==> src/lite_regs_axi_pkg.sv <==
/*
 * AXI4-Lite bus definitions for the register file.
 * Holds the bus widths, the response codes, the channel structs and the
 * request and response bundles that travel between the bus and the slave.
 */
`default_nettype none

package lite_regs_axi_pkg;

  // Bus geometry, one beat carries a full chunk of four bytes
  localparam int ADDR_WIDTH = 8;
  localparam int DATA_WIDTH = 32;
  localparam int STRB_WIDTH = DATA_WIDTH / 8;

  // Only the two codes this slave ever returns
  typedef enum logic [1:0] {
    RESP_OKAY   = 2'b00,
    RESP_SLVERR = 2'b10
  } resp_e;

  typedef struct packed {
    logic [ADDR_WIDTH-1:0] addr;
    logic [2:0]            prot;
  } aw_chan_t;

  typedef struct packed {
    logic [ADDR_WIDTH-1:0] addr;
    logic [2:0]            prot;
  } ar_chan_t;

  typedef struct packed {
    logic [DATA_WIDTH-1:0] data;
    logic [STRB_WIDTH-1:0] strb;
  } w_chan_t;

  typedef struct packed {
    resp_e resp;
  } b_chan_t;

  typedef struct packed {
    logic [DATA_WIDTH-1:0] data;
    resp_e                 resp;
  } r_chan_t;

  // Master to slave bundle
  typedef struct packed {
    aw_chan_t aw;
    logic     aw_valid;
    w_chan_t  w;
    logic     w_valid;
    ar_chan_t ar;
    logic     ar_valid;
    logic     b_ready;
    logic     r_ready;
  } req_t;

  // Slave to master bundle
  typedef struct packed {
    logic    aw_ready;
    logic    w_ready;
    b_chan_t b;
    logic    b_valid;
    logic    ar_ready;
    r_chan_t r;
    logic    r_valid;
  } rsp_t;

  // Recognizable pattern returned with every refused read
  localparam logic [DATA_WIDTH-1:0] ERR_RDATA = 32'hBAD0_BEEF;

endpackage

`default_nettype wire

==> src/lite_regs_cfg_pkg.sv <==
/*
 * Configuration of the register file.
 * Byte count, chunk geometry, the read-only mask, reset values and the
 * protection rule applied to every bus access.
 */
`default_nettype none

package lite_regs_cfg_pkg;

  // Twelve bytes form three chunks of one bus beat each
  localparam int NUM_BYTES  = 12;
  localparam int NUM_CHUNKS = 3;

  // Address bits looked at by the decoder, offsets 12 to 31 are unmapped
  localparam int OFFS_WIDTH = 5;

  typedef logic [1:0]                chunk_idx_t;
  typedef logic [7:0]                byte_t;
  typedef logic [NUM_BYTES-1:0]      byte_vec_t;
  typedef byte_t [NUM_BYTES-1:0]     byte_arr_t;

  // Byte 1 and the whole of chunk 2 are read-only from the bus
  localparam byte_vec_t READ_ONLY = 12'hF02;

  // Byte n comes out of reset as 0x10 plus n
  localparam byte_arr_t RST_VAL = {
    8'h1B, 8'h1A, 8'h19, 8'h18,
    8'h17, 8'h16, 8'h15, 8'h14,
    8'h13, 8'h12, 8'h11, 8'h10
  };

  // Accesses must carry the privileged bit, prot[0]
  localparam bit PRIV_ONLY = 1'b1;

endpackage

`default_nettype wire

==> src/lite_regs_wr_ctrl.sv <==
/*
 * Write stage of the register file.
 * Decodes the AW offset to a chunk, applies the privilege, range, read-only
 * and load-stall rules, and emits byte updates plus the B response code.
 */
`timescale 1ns/1ps
`default_nettype none

module lite_regs_wr_ctrl (
  input  logic                         clk_i,
  input  logic                         rst_n_i,
  input  lite_regs_axi_pkg::aw_chan_t  aw_i,
  input  logic                         aw_valid_i,
  input  lite_regs_axi_pkg::w_chan_t   w_i,
  input  logic                         w_valid_i,
  input  lite_regs_cfg_pkg::byte_vec_t reg_load_i,
  input  logic                         b_space_i,
  output logic                         aw_ready_o,
  output logic                         w_ready_o,
  output logic                         b_push_o,
  output lite_regs_axi_pkg::b_chan_t   b_o,
  output lite_regs_cfg_pkg::byte_vec_t wr_upd_o,
  output lite_regs_cfg_pkg::byte_arr_t wr_data_o,
  output lite_regs_cfg_pkg::byte_vec_t wr_active_o
);

  logic [lite_regs_cfg_pkg::OFFS_WIDTH-1:0] offs;
  lite_regs_cfg_pkg::chunk_idx_t            chunk;
  lite_regs_cfg_pkg::byte_vec_t             strobed;
  logic                                     prot_ok;
  logic                                     in_range;
  logic                                     chunk_ro;
  logic                                     stall;
  logic                                     req_valid;

  // Upper address bits are ignored, only the low offset bits are decoded
  assign offs     = aw_i.addr[lite_regs_cfg_pkg::OFFS_WIDTH-1:0];
  // Bits 3:2 of the offset pick the four-byte chunk
  assign chunk    = offs[3:2];
  assign in_range = int'(offs) < lite_regs_cfg_pkg::NUM_BYTES;
  assign prot_ok  = aw_i.prot[0] || !lite_regs_cfg_pkg::PRIV_ONLY;

  // The B buffer must have room before both channels can be taken
  assign req_valid = aw_valid_i && w_valid_i && b_space_i;

  // Map the strobe lanes onto the bytes of the addressed chunk
  always_comb begin
    strobed  = '0;
    chunk_ro = 1'b0;
    for (int i = 0; i < lite_regs_cfg_pkg::NUM_BYTES; i++) begin
      wr_data_o[i] = w_i.data[8*(i % lite_regs_axi_pkg::STRB_WIDTH) +: 8];
      if (int'(chunk) == i / lite_regs_axi_pkg::STRB_WIDTH) begin
        strobed[i] = w_i.strb[i % lite_regs_axi_pkg::STRB_WIDTH];
      end
    end
    // A chunk made only of read-only bytes answers every write with SLVERR
    for (int c = 0; c < lite_regs_cfg_pkg::NUM_CHUNKS; c++) begin
      if (int'(chunk) == c) begin
        chunk_ro = &lite_regs_cfg_pkg::READ_ONLY[c*lite_regs_axi_pkg::STRB_WIDTH +:
                                                 lite_regs_axi_pkg::STRB_WIDTH];
      end
    end
  end

  // Hold off while logic loads a writable byte that this beat also strobes
  assign stall = |(strobed & ~lite_regs_cfg_pkg::READ_ONLY & reg_load_i);

  always_comb begin
    aw_ready_o  = 1'b0;
    w_ready_o   = 1'b0;
    b_push_o    = 1'b0;
    b_o.resp    = lite_regs_axi_pkg::RESP_SLVERR;
    wr_upd_o    = '0;
    wr_active_o = '0;
    if (req_valid) begin
      if (!prot_ok || !in_range) begin
        // Refused access is taken at once and touches no byte
        aw_ready_o = 1'b1;
        w_ready_o  = 1'b1;
        b_push_o   = 1'b1;
      end else if (!stall) begin
        aw_ready_o  = 1'b1;
        w_ready_o   = 1'b1;
        b_push_o    = 1'b1;
        wr_upd_o    = strobed & ~lite_regs_cfg_pkg::READ_ONLY;
        // Active flags also cover read-only bytes so logic can see the attempt
        wr_active_o = strobed;
        if (!chunk_ro) begin
          b_o.resp = lite_regs_axi_pkg::RESP_OKAY;
        end
      end
    end
  end

  // Any byte update must ride on an accepted beat and spare read-only bytes
  a_upd_legal: assert property (@(posedge clk_i) disable iff (!rst_n_i)
    (wr_upd_o != '0) |-> (b_push_o && ((wr_upd_o & lite_regs_cfg_pkg::READ_ONLY) == '0)));

endmodule

`default_nettype wire

==> src/lite_regs_rd_mux.sv <==
/*
 * Read stage of the register file.
 * Decodes the AR offset and gathers the chunk's four bytes into an R beat,
 * or returns the error pattern with SLVERR for a refused access.
 */
`timescale 1ns/1ps
`default_nettype none

module lite_regs_rd_mux (
  input  lite_regs_axi_pkg::ar_chan_t  ar_i,
  input  lite_regs_cfg_pkg::byte_arr_t reg_q_i,
  output lite_regs_axi_pkg::r_chan_t   r_o
);

  logic [lite_regs_cfg_pkg::OFFS_WIDTH-1:0] offs;
  lite_regs_cfg_pkg::chunk_idx_t            chunk;
  logic                                     access_ok;

  assign offs  = ar_i.addr[lite_regs_cfg_pkg::OFFS_WIDTH-1:0];
  assign chunk = offs[3:2];

  // Both the range and the privilege rule must pass for a real read
  assign access_ok = (int'(offs) < lite_regs_cfg_pkg::NUM_BYTES) &&
                     (ar_i.prot[0] || !lite_regs_cfg_pkg::PRIV_ONLY);

  always_comb begin
    r_o.data = lite_regs_axi_pkg::ERR_RDATA;
    r_o.resp = lite_regs_axi_pkg::RESP_SLVERR;
    if (access_ok) begin
      r_o.data = '0;
      r_o.resp = lite_regs_axi_pkg::RESP_OKAY;
      // Each byte of the chosen chunk lands on its own lane
      for (int i = 0; i < lite_regs_cfg_pkg::NUM_BYTES; i++) begin
        if (int'(chunk) == i / lite_regs_axi_pkg::STRB_WIDTH) begin
          r_o.data[8*(i % lite_regs_axi_pkg::STRB_WIDTH) +: 8] = reg_q_i[i];
        end
      end
    end
  end

endmodule

`default_nettype wire

==> src/lite_regs_resp_buf.sv <==
/*
 * Two-entry response FIFO.
 * Registers B or R payloads so that no combinational path runs from the
 * request channels to the response channels, and keeps their order.
 */
`timescale 1ns/1ps
`default_nettype none

module lite_regs_resp_buf #(
  parameter type payload_t = logic
) (
  input  logic     clk_i,
  input  logic     rst_n_i,
  input  logic     push_i,
  input  payload_t data_i,
  output logic     space_o,
  output logic     valid_o,
  input  logic     ready_i,
  output payload_t data_o
);

  payload_t   mem [2];
  logic       wr_ptr;
  logic       rd_ptr;
  logic [1:0] count;
  logic       pop;

  // Space depends on state only, which keeps the ready path registered
  assign space_o = (count != 2'd2);
  assign valid_o = (count != 2'd0);
  assign pop     = valid_o && ready_i;
  assign data_o  = mem[rd_ptr];

  always_ff @(posedge clk_i or negedge rst_n_i) begin
    if (!rst_n_i) begin
      wr_ptr <= 1'b0;
      rd_ptr <= 1'b0;
      count  <= 2'd0;
    end else begin
      if (push_i) begin
        wr_ptr <= ~wr_ptr;
      end
      if (pop) begin
        rd_ptr <= ~rd_ptr;
      end
      count <= count + {1'b0, push_i} - {1'b0, pop};
    end
  end

  // Payload storage
  always_ff @(posedge clk_i) begin
    if (push_i) begin
      mem[wr_ptr] <= data_i;
    end
  end

  // The producer stage has to respect the space flag
  a_no_overflow: assert property (@(posedge clk_i) disable iff (!rst_n_i)
    push_i |-> space_o);

  // A response offered under back-pressure must not change
  a_hold_stable: assert property (@(posedge clk_i) disable iff (!rst_n_i)
    (valid_o && !ready_i) |=> (valid_o && $stable(data_o)));

endmodule

`default_nettype wire

==> src/lite_regs_array.sv <==
/*
 * Byte register array.
 * Twelve byte flops, each loaded either from logic or from a bus write,
 * with the logic load winning when both arrive together.
 */
`timescale 1ns/1ps
`default_nettype none

module lite_regs_array (
  input  logic                         clk_i,
  input  logic                         rst_n_i,
  input  lite_regs_cfg_pkg::byte_arr_t reg_d_i,
  input  lite_regs_cfg_pkg::byte_vec_t reg_load_i,
  input  lite_regs_cfg_pkg::byte_vec_t wr_upd_i,
  input  lite_regs_cfg_pkg::byte_arr_t wr_data_i,
  output lite_regs_cfg_pkg::byte_arr_t reg_q_o
);

  lite_regs_cfg_pkg::byte_arr_t reg_q;

  always_ff @(posedge clk_i or negedge rst_n_i) begin
    if (!rst_n_i) begin
      reg_q <= lite_regs_cfg_pkg::RST_VAL;
    end else begin
      for (int i = 0; i < lite_regs_cfg_pkg::NUM_BYTES; i++) begin
        // Overlap only happens on bytes the bus is not allowed to change
        if (reg_load_i[i]) begin
          reg_q[i] <= reg_d_i[i];
        end else if (wr_upd_i[i]) begin
          reg_q[i] <= wr_data_i[i];
        end
      end
    end
  end

  assign reg_q_o = reg_q;

  // Read-only bytes may only move through a logic load
  for (genvar i = 0; i < lite_regs_cfg_pkg::NUM_BYTES; i++) begin : gen_ro_chk
    if (lite_regs_cfg_pkg::READ_ONLY[i]) begin : gen_ro
      a_ro_stable: assert property (@(posedge clk_i) disable iff (!rst_n_i)
        !reg_load_i[i] |=> $stable(reg_q_o[i]));
    end
  end

endmodule

`default_nettype wire

==> src/lite_regs_top.sv <==
/*
 * AXI4-Lite register file top level.
 * Chains the write stage, the read stage, the byte array and one response
 * FIFO each for the B and R channels.
 */
`timescale 1ns/1ps
`default_nettype none

module lite_regs_top (
  input  logic                         clk_i,
  input  logic                         rst_n_i,
  input  lite_regs_axi_pkg::req_t      req_i,
  output lite_regs_axi_pkg::rsp_t      rsp_o,
  input  lite_regs_cfg_pkg::byte_arr_t reg_d_i,
  input  lite_regs_cfg_pkg::byte_vec_t reg_load_i,
  output lite_regs_cfg_pkg::byte_arr_t reg_q_o,
  output lite_regs_cfg_pkg::byte_vec_t wr_active_o
);

  logic                         aw_ready;
  logic                         w_ready;
  logic                         b_push;
  logic                         b_space;
  logic                         b_valid;
  lite_regs_axi_pkg::b_chan_t   b_in;
  lite_regs_axi_pkg::b_chan_t   b_out;
  logic                         r_push;
  logic                         r_space;
  logic                         r_valid;
  lite_regs_axi_pkg::r_chan_t   r_in;
  lite_regs_axi_pkg::r_chan_t   r_out;
  lite_regs_cfg_pkg::byte_vec_t wr_upd;
  lite_regs_cfg_pkg::byte_arr_t wr_data;

  lite_regs_wr_ctrl i_wr_ctrl (
    .clk_i       (clk_i),
    .rst_n_i     (rst_n_i),
    .aw_i        (req_i.aw),
    .aw_valid_i  (req_i.aw_valid),
    .w_i         (req_i.w),
    .w_valid_i   (req_i.w_valid),
    .reg_load_i  (reg_load_i),
    .b_space_i   (b_space),
    .aw_ready_o  (aw_ready),
    .w_ready_o   (w_ready),
    .b_push_o    (b_push),
    .b_o         (b_in),
    .wr_upd_o    (wr_upd),
    .wr_data_o   (wr_data),
    .wr_active_o (wr_active_o)
  );

  lite_regs_rd_mux i_rd_mux (
    .ar_i    (req_i.ar),
    .reg_q_i (reg_q_o),
    .r_o     (r_in)
  );

  lite_regs_array i_array (
    .clk_i      (clk_i),
    .rst_n_i    (rst_n_i),
    .reg_d_i    (reg_d_i),
    .reg_load_i (reg_load_i),
    .wr_upd_i   (wr_upd),
    .wr_data_i  (wr_data),
    .reg_q_o    (reg_q_o)
  );

  lite_regs_resp_buf #(
    .payload_t (lite_regs_axi_pkg::b_chan_t)
  ) i_b_buf (
    .clk_i   (clk_i),
    .rst_n_i (rst_n_i),
    .push_i  (b_push),
    .data_i  (b_in),
    .space_o (b_space),
    .valid_o (b_valid),
    .ready_i (req_i.b_ready),
    .data_o  (b_out)
  );

  // An AR beat is pushed only in its handshake cycle
  assign r_push = req_i.ar_valid && r_space;

  lite_regs_resp_buf #(
    .payload_t (lite_regs_axi_pkg::r_chan_t)
  ) i_r_buf (
    .clk_i   (clk_i),
    .rst_n_i (rst_n_i),
    .push_i  (r_push),
    .data_i  (r_in),
    .space_o (r_space),
    .valid_o (r_valid),
    .ready_i (req_i.r_ready),
    .data_o  (r_out)
  );

  assign rsp_o = '{
    aw_ready: aw_ready,
    w_ready:  w_ready,
    b:        b_out,
    b_valid:  b_valid,
    ar_ready: r_space,
    r:        r_out,
    r_valid:  r_valid
  };

endmodule

`default_nettype wire

==> config.mk <==
export PLATFORM = sky130hd
export DESIGN_NAME = lite_regs_top
export DESIGN_NICKNAME = d
export VERILOG_FILES = /design/src/lite_regs_axi_pkg.sv /design/src/lite_regs_cfg_pkg.sv /design/src/lite_regs_wr_ctrl.sv /design/src/lite_regs_rd_mux.sv /design/src/lite_regs_resp_buf.sv /design/src/lite_regs_array.sv /design/src/lite_regs_top.sv
export SDC_FILE = /design/constraint.sdc
export NUM_CORES = 1
export LEC_CHECK = 0
export BUFFER_PORTS_ARGS = -buffer_cell sky130_fd_sc_hd__clkbuf_2
export CAP_MARGIN = 5
export CORE_AREA = 3 3 205 127
export CTS_CLUSTER_DIAMETER = 50
export DETAILED_ROUTE_END_ITERATION = 8
export DIE_AREA = 0 0 208 130
export PLACE_DENSITY = 0.57
export RECOVER_POWER = 50
export SETUP_SLACK_MARGIN = 0.1
export SLEW_MARGIN = 20
export SYNTH_ARGS = -nofsm -noshare
export SYNTH_HDL_FRONTEND = slang
export SYNTH_SLANG_ARGS = --single-unit
==> constraint.sdc <==
create_clock -name clk_i -period 3.85 [get_ports clk_i]
set_input_delay 0.1925 -clock clk_i [delete_from_list [all_inputs] [get_ports clk_i]]
set_output_delay 0.1925 -clock clk_i [all_outputs]
set_load 0.005 [all_outputs]
---- Yosys cells after proc, flatten, opt, wreduce, memory -nomap -nowiden ----
Memories as Yosys holds them, arrays and structs flattened.
Index checks and enable logic that the tools add are counted.
W data, S select, Z words.
operators by class
  add/sub/neg operators ................... 4
  order comparisons ....................... 2
  equality and inequality tests ........... 6
  muxes and demuxes ....................... 67
  bitwise operators ....................... 5
  reductions and logical operators ........ 26
operators by type and width
  cell                  count
  $mux W8               37
  $mux W12              5
  $mux W34              1
  $reduce_bool A2 Y1    14
  $mux W1               20
  $and A8 B12 Y12       1
  $reduce_or A12 Y1     1
  $lt A5 B4 Y1 const B  2
  $eq A2 B2 Y1 const B  4
  $mux W2               4
  $logic_and A1 B1 Y1   6
  $add A2 B1 Y2         2
  $logic_not A2 Y1      2
  $ne A2 B2 Y1 const B  2
  $not A1 Y1            4
  $sub A2 B1 Y2         2
  $logic_not A1 Y1      2
  $logic_or A1 B1 Y1    1
word-level totals
  flip-flop bits (word level) ............. 104
  memory bits (writable) .................. 72
  input bits .............................. 173
  output and inout port bits .............. 149
  logic and storage cells ................. 130
  memories ................................ 2
memory list
  memory       depth  bits a word  read ports  clocked after memory_dff  wr ports  line                      RTL
  i_r_buf.mem  2      34           1           0                         1         lite_regs_resp_buf.sv:22  payload_t mem [2];
  i_b_buf.mem  2      2            1           0                         1         lite_regs_resp_buf.sv:22

---- Logic depth before layout (Yosys ltp) ----
  word-level depth ........................ 9
  mapped depth ............................ 10
  gate-level depth less buffers ........... 9

---- Cells and area by module ----
From an unflattened synthesis, not the netlist that was laid out.
second synthesis, totals
  cells, all modules ...................... 828
  area total of the unflattened synthesis .. 9,673.0 um2
modules (own cells, without submodules)
  module                        instances  cells each  area each (um2)  sequential area each (um2)
  lite_regs_array               1          408         4,514.3          2,442.3
  lite_regs_resp_buf (i_r_buf)  1          123         2,802.7          2,142.1
  lite_regs_wr_ctrl             1          140         1,008.5          0.0
  lite_regs_rd_mux              1          128         962.2            0.0
  lite_regs_resp_buf (i_b_buf)  1          23          341.6            220.2
  lite_regs_top                 1          6           43.8             0.0

---- Worst setup path before layout ----
Ideal clock, no wire load.
  path type ............................... register to register
  start ................................... register i_r_buf.count[1]
  end ..................................... memory i_r_buf.mem[0][10] in the netlist's numbering (enable)
  library setup time ...................... 0.423 ns
  arrival ................................. 1.986 ns
  required time ........................... 3.427 ns
  slack ................................... 1.441 ns
  cell stages (with the launch flop) ...... 4
  buffers on the path ..................... 0
  clock period less this slack ............ 2.409 ns
  path through ............................ dfrtp_1 nand2b_1 nand2_1 nor2_1
on the way
  word-level cells in the longest chain between the ends .. 4
ends and longest elaborated chain
  what                           line                      RTL
  start: declaration             lite_regs_resp_buf.sv:25  logic [1:0] count;
  start signal: assignment       lite_regs_resp_buf.sv:46  count <= count + {1'b0, push_i} - {1'b0, pop};
  $ne A2 B2 Y1                   lite_regs_resp_buf.sv:29  assign space_o = (count != 2'd2);
  named net i_r_buf.space_o      lite_regs_resp_buf.sv:16  output logic space_o,
  $logic_and A1 B1 Y1            lite_regs_top.sv:83       assign r_push = req_i.ar_valid && r_space;
  $mux W1                        lite_regs_resp_buf.sv:52  if (push_i) begin
  $mux W1 (implied by the code)  lite_regs_resp_buf.sv:53  mem[wr_ptr] <= data_i;
  end: declaration               lite_regs_resp_buf.sv:22
The timed path passes the listed nets, and every way through them passes these cells.

==> results.yml <==
route:
  drt.antenna.violating_nets: 0
  drt_drc_violations_left: 0
  vias_per_cell: 5.220
  drt-wirelength-per-cell_um: 21.52
  via_count: 7454
  route.final.wire_length_mm: 30.73
  drt_iter0_drc: 466
  detail_route.first_pass.iterations: 5
floorplanning:
  pin_count: 322
  std_cell_rows: 44
  initial_utilization_pct: 34.94
  die_width_um: 208
  core_area_sq_um: 24110
  design.die.area_sq_um: 27040
  die_height_um: 130
clock_tree:
  clkSinkCount: 172
  cts-buffers-inserted: 17
  cts-htree-levels: 4
  clkSlewWorstSetupHoldPaths_ns: 0.07
  worstSkewPairLatency_ns: 0.45
  tritoncts: "yes"
  clockBufferDepth: 2
  cell_at_the_root_of_the_clock_tree: "sky130_fd_sc_hd__clkbuf_16"
finish:
  finish.instance_area_sq_um: 11640
  mostFrequentLayoutCell: "sky130_fd_sc_hd__clkbuf_2"
  final_core_utilization_pct: 48.28
  antenna_cells_inserted: 0
  nNetsFinal: 1270
  syn2layout_area_growth_pct: 38.16
  finish.cell_count_without_fillers: 1428
  post_route_cells_drive_above_1_share_pct: 33.63
  final_cell_mix: "245 x sky130_fd_sc_hd__clkbuf_2, 93 x sky130_fd_sc_hd__dlygate4sd3_1, 74 x sky130_fd_sc_hd__mux2_2, 72 x sky130_fd_sc_hd__dfrtp_1"
placed_design:
  globalplace.congestion: 0.8809
  place_inst: 1302
  detailed_place.area_sq_um: 10200
  port_buffers: 305
  dp_hpwl_mm: 22.68
sta:
  total_negative_slack_for_setup_checks_ns: 0
  max_slew_margin_pct: -71.14
  rsz0062_at_grt: "false"
  layout_min_cycle_time_ns: 2.711
  achievable-frequency_ghz: 0.3689
  finalCritPeriodShare_pct: 70.41
  tightest_slew_ns: 2.567
  report.final.setup_viol: 0
  hold_viol: 0
  final-max-slew-violation-count: 78
  post_route_skew_ns: 0.01173
setup_path:
  critical_path_class: "in2async"
  crit_start_category: "input port"
  worst_ep_arrival_time_ns: 3.26
  worst_setup_path_end_kind: "async pin"
  max_fanout_on_critical_path: 42
  cp_data_required_time_ns: 4.40
pwr:
  power.ir.vdd_worst_mv: 0.2447
  total_leakage_power_nw: 4.767
  power_density_over_the_cells_nw_per_um2: 479.3
yosys:
  postSynthCellCount: 724
  postSynth.asyncResetShare_pct: 60.47
  synthSimpleGateAreaFrac_pct: 9.370
  ys_dominant_reg_cell: "sky130_fd_sc_hd__dfrtp_1"
  post_synth_mux_area_share_pct: 13.81
  syn_avg_cell_area_sq_um: 11.64
  synth_top_family_by_area: "compound AO/OA/AOI/OAI gates"
  mappedNetlistArea_sq_um: 8426
  synthXorXnorAreaFrac_pct: 0.7277
  register_bit_total_from_synthesis: 172
  synth-seq-area-share_pct: 55.60
  compound_cell_area_share_of_the_yosys_netlist_pct: 15.84
  post_synthesis_adder_cell_area_fraction_pct: 0.5940
  yosysWarnings: 0
  synth_enable_flop_cells: 68
  netlist-cell-type-count: 50
global_route:
  grt_first_pass_wirelength_mm: 46.15
  grt-ovfl-total: 0
  all_layer_gr_usage_pct: 22.62
  antenna_found_initial: 0
  vias_in_the_first_global_route: 7555
  pin_count_of_the_biggest_net_entering_global_routing: 43
run_status:
  run_status: "finished, violations left"
  violations_in_the_final_reports: "max-capacitance violations, max-slew violations"
hold_path:
  hold_crit_class: "in2reg"
run:
  timing.max_cap.violations: 2
-- cell usage after synthesis (13+ instances only) --
library cell | count | area [sq um]
sky130_fd_sc_hd__a21oi_1 | 65 | 325.3
sky130_fd_sc_hd__a2bb2oi_1 | 13 | 113.9
sky130_fd_sc_hd__a31oi_1 | 23 | 143.9
sky130_fd_sc_hd__a41oi_1 | 24 | 210.2
sky130_fd_sc_hd__clkbuf_1 | 39 | 146.4
sky130_fd_sc_hd__dfrtp_1 | 72 | 1802
sky130_fd_sc_hd__dfstp_2 | 32 | 840.8
sky130_fd_sc_hd__edfxtp_1 | 68 | 2042
sky130_fd_sc_hd__inv_1 | 13 | 48.80
sky130_fd_sc_hd__mux2_2 | 74 | 833.3
sky130_fd_sc_hd__mux2i_1 | 33 | 330.3
sky130_fd_sc_hd__nand2_1 | 16 | 60.06
sky130_fd_sc_hd__nor2_1 | 33 | 123.9
sky130_fd_sc_hd__nor2b_1 | 33 | 206.5
sky130_fd_sc_hd__o21ai_0 | 68 | 340.3
-- state kept, by name, summed over array words and instances (netlist names) --
register	count
i_array.reg_q_o	96
i_r_buf.mem	66
i_b_buf.rd_ptr	1
i_r_buf.rd_ptr	1
i_r_buf.count	2
i_b_buf.mem	2
i_b_buf.count	2
i_b_buf.wr_ptr	1
i_r_buf.wr_ptr	1
-- metal layers --
metal | vias to the layer above | share of wire (%) | global-route usage (%)
met1 | 3688 | 48 | 32.32
met3 | 23 | 6.6 | 5.718
met5 | - | 0 | 0
met2 | 293 | 45 | 35.08
met4 | 0 | 1.1 | 4.950
li1 | 3450 | - | -
-- layout make-up --
type / count / area, sq um
well taps: 322 / 402.9
fillers: 2295 / 12470
inverters: 16 / 60.06
clock inverters: 11 / 118.9
multi-input cells: 475 / 3428
flip-flops and latches: 172 / 4684
clock buffers: 21 / 450.4
repair buffers: 411 / 2496
-- stage by stage --
step | hold slack (ns) | total power [mW] | setup WS, ns
after floorplan | -0.1031 | 3.194 | 1.441
after global placement | 0.2292 | 3.822 | 1.294
after detailed placement | 0.2429 | 3.834 | 1.276
after CTS | 0.003124 | 5.641 | 1.232
after global routing | 0.01657 | 5.867 | 0.6461
final | 0.02138 | 5.579 | 1.139
-- power by group --
group / leakage (nW) / switching, mW / internal (mW)
clock: 0.276 / 0.748 / 0.970
sequential: 1.73 / 0.247 / 2.24
combinational: 2.76 / 0.686 / 0.688
-- cell families after synthesis --
logic type                 count (synthesis)
AOI/OAI and AO/OA                        215
DFF                                      172
and+or+nand+nor                          140
muxes                                    107
buffers and inverters                     78
xor gates and xnor gates                   7
adders and majority gates                  4
other                                      1
-- timing repair --
action                                 CTS  global route
endpoints found under the hold margin  117             0
setup buffers                            0             0
hold buffers                            93             0
gates resized for setup                  0             0
-- path summary, 6_finish.rpt --
kind                                             from                               to  slack, ns  depth (start not counted)
setup / recovery                              rst_n_i  i_array.reg_q_o[89]$_DFFE_PN1P_       1.14                          3
hold / removal                            reg_d_i[41]  i_array.reg_q_o[41]$_DFFE_PN0P_       0.02                          2
setup reg to reg           i_b_buf.count[1]$_DFF_PN0_  i_array.reg_q_o[58]$_DFFE_PN1P_       1.36                          5
hold reg to reg            i_b_buf.count[1]$_DFF_PN0_       i_b_buf.count[1]$_DFF_PN0_       0.50                          1
max in group clk_i         i_r_buf.rd_ptr$_DFFE_PN0P_                        rsp_o[30]       1.19                          2
min in group asynchronous                     rst_n_i  i_array.reg_q_o[85]$_DFFE_PN0P_       1.08                          2
-- critical path, cell delays in order --
cell and delay, ns:
sky130_fd_sc_hd__dlygate4sd3_1 0.52, sky130_fd_sc_hd__clkbuf_1 1.81, sky130_fd_sc_hd__buf_4 0.68
(Power assumes the default switching activity.)
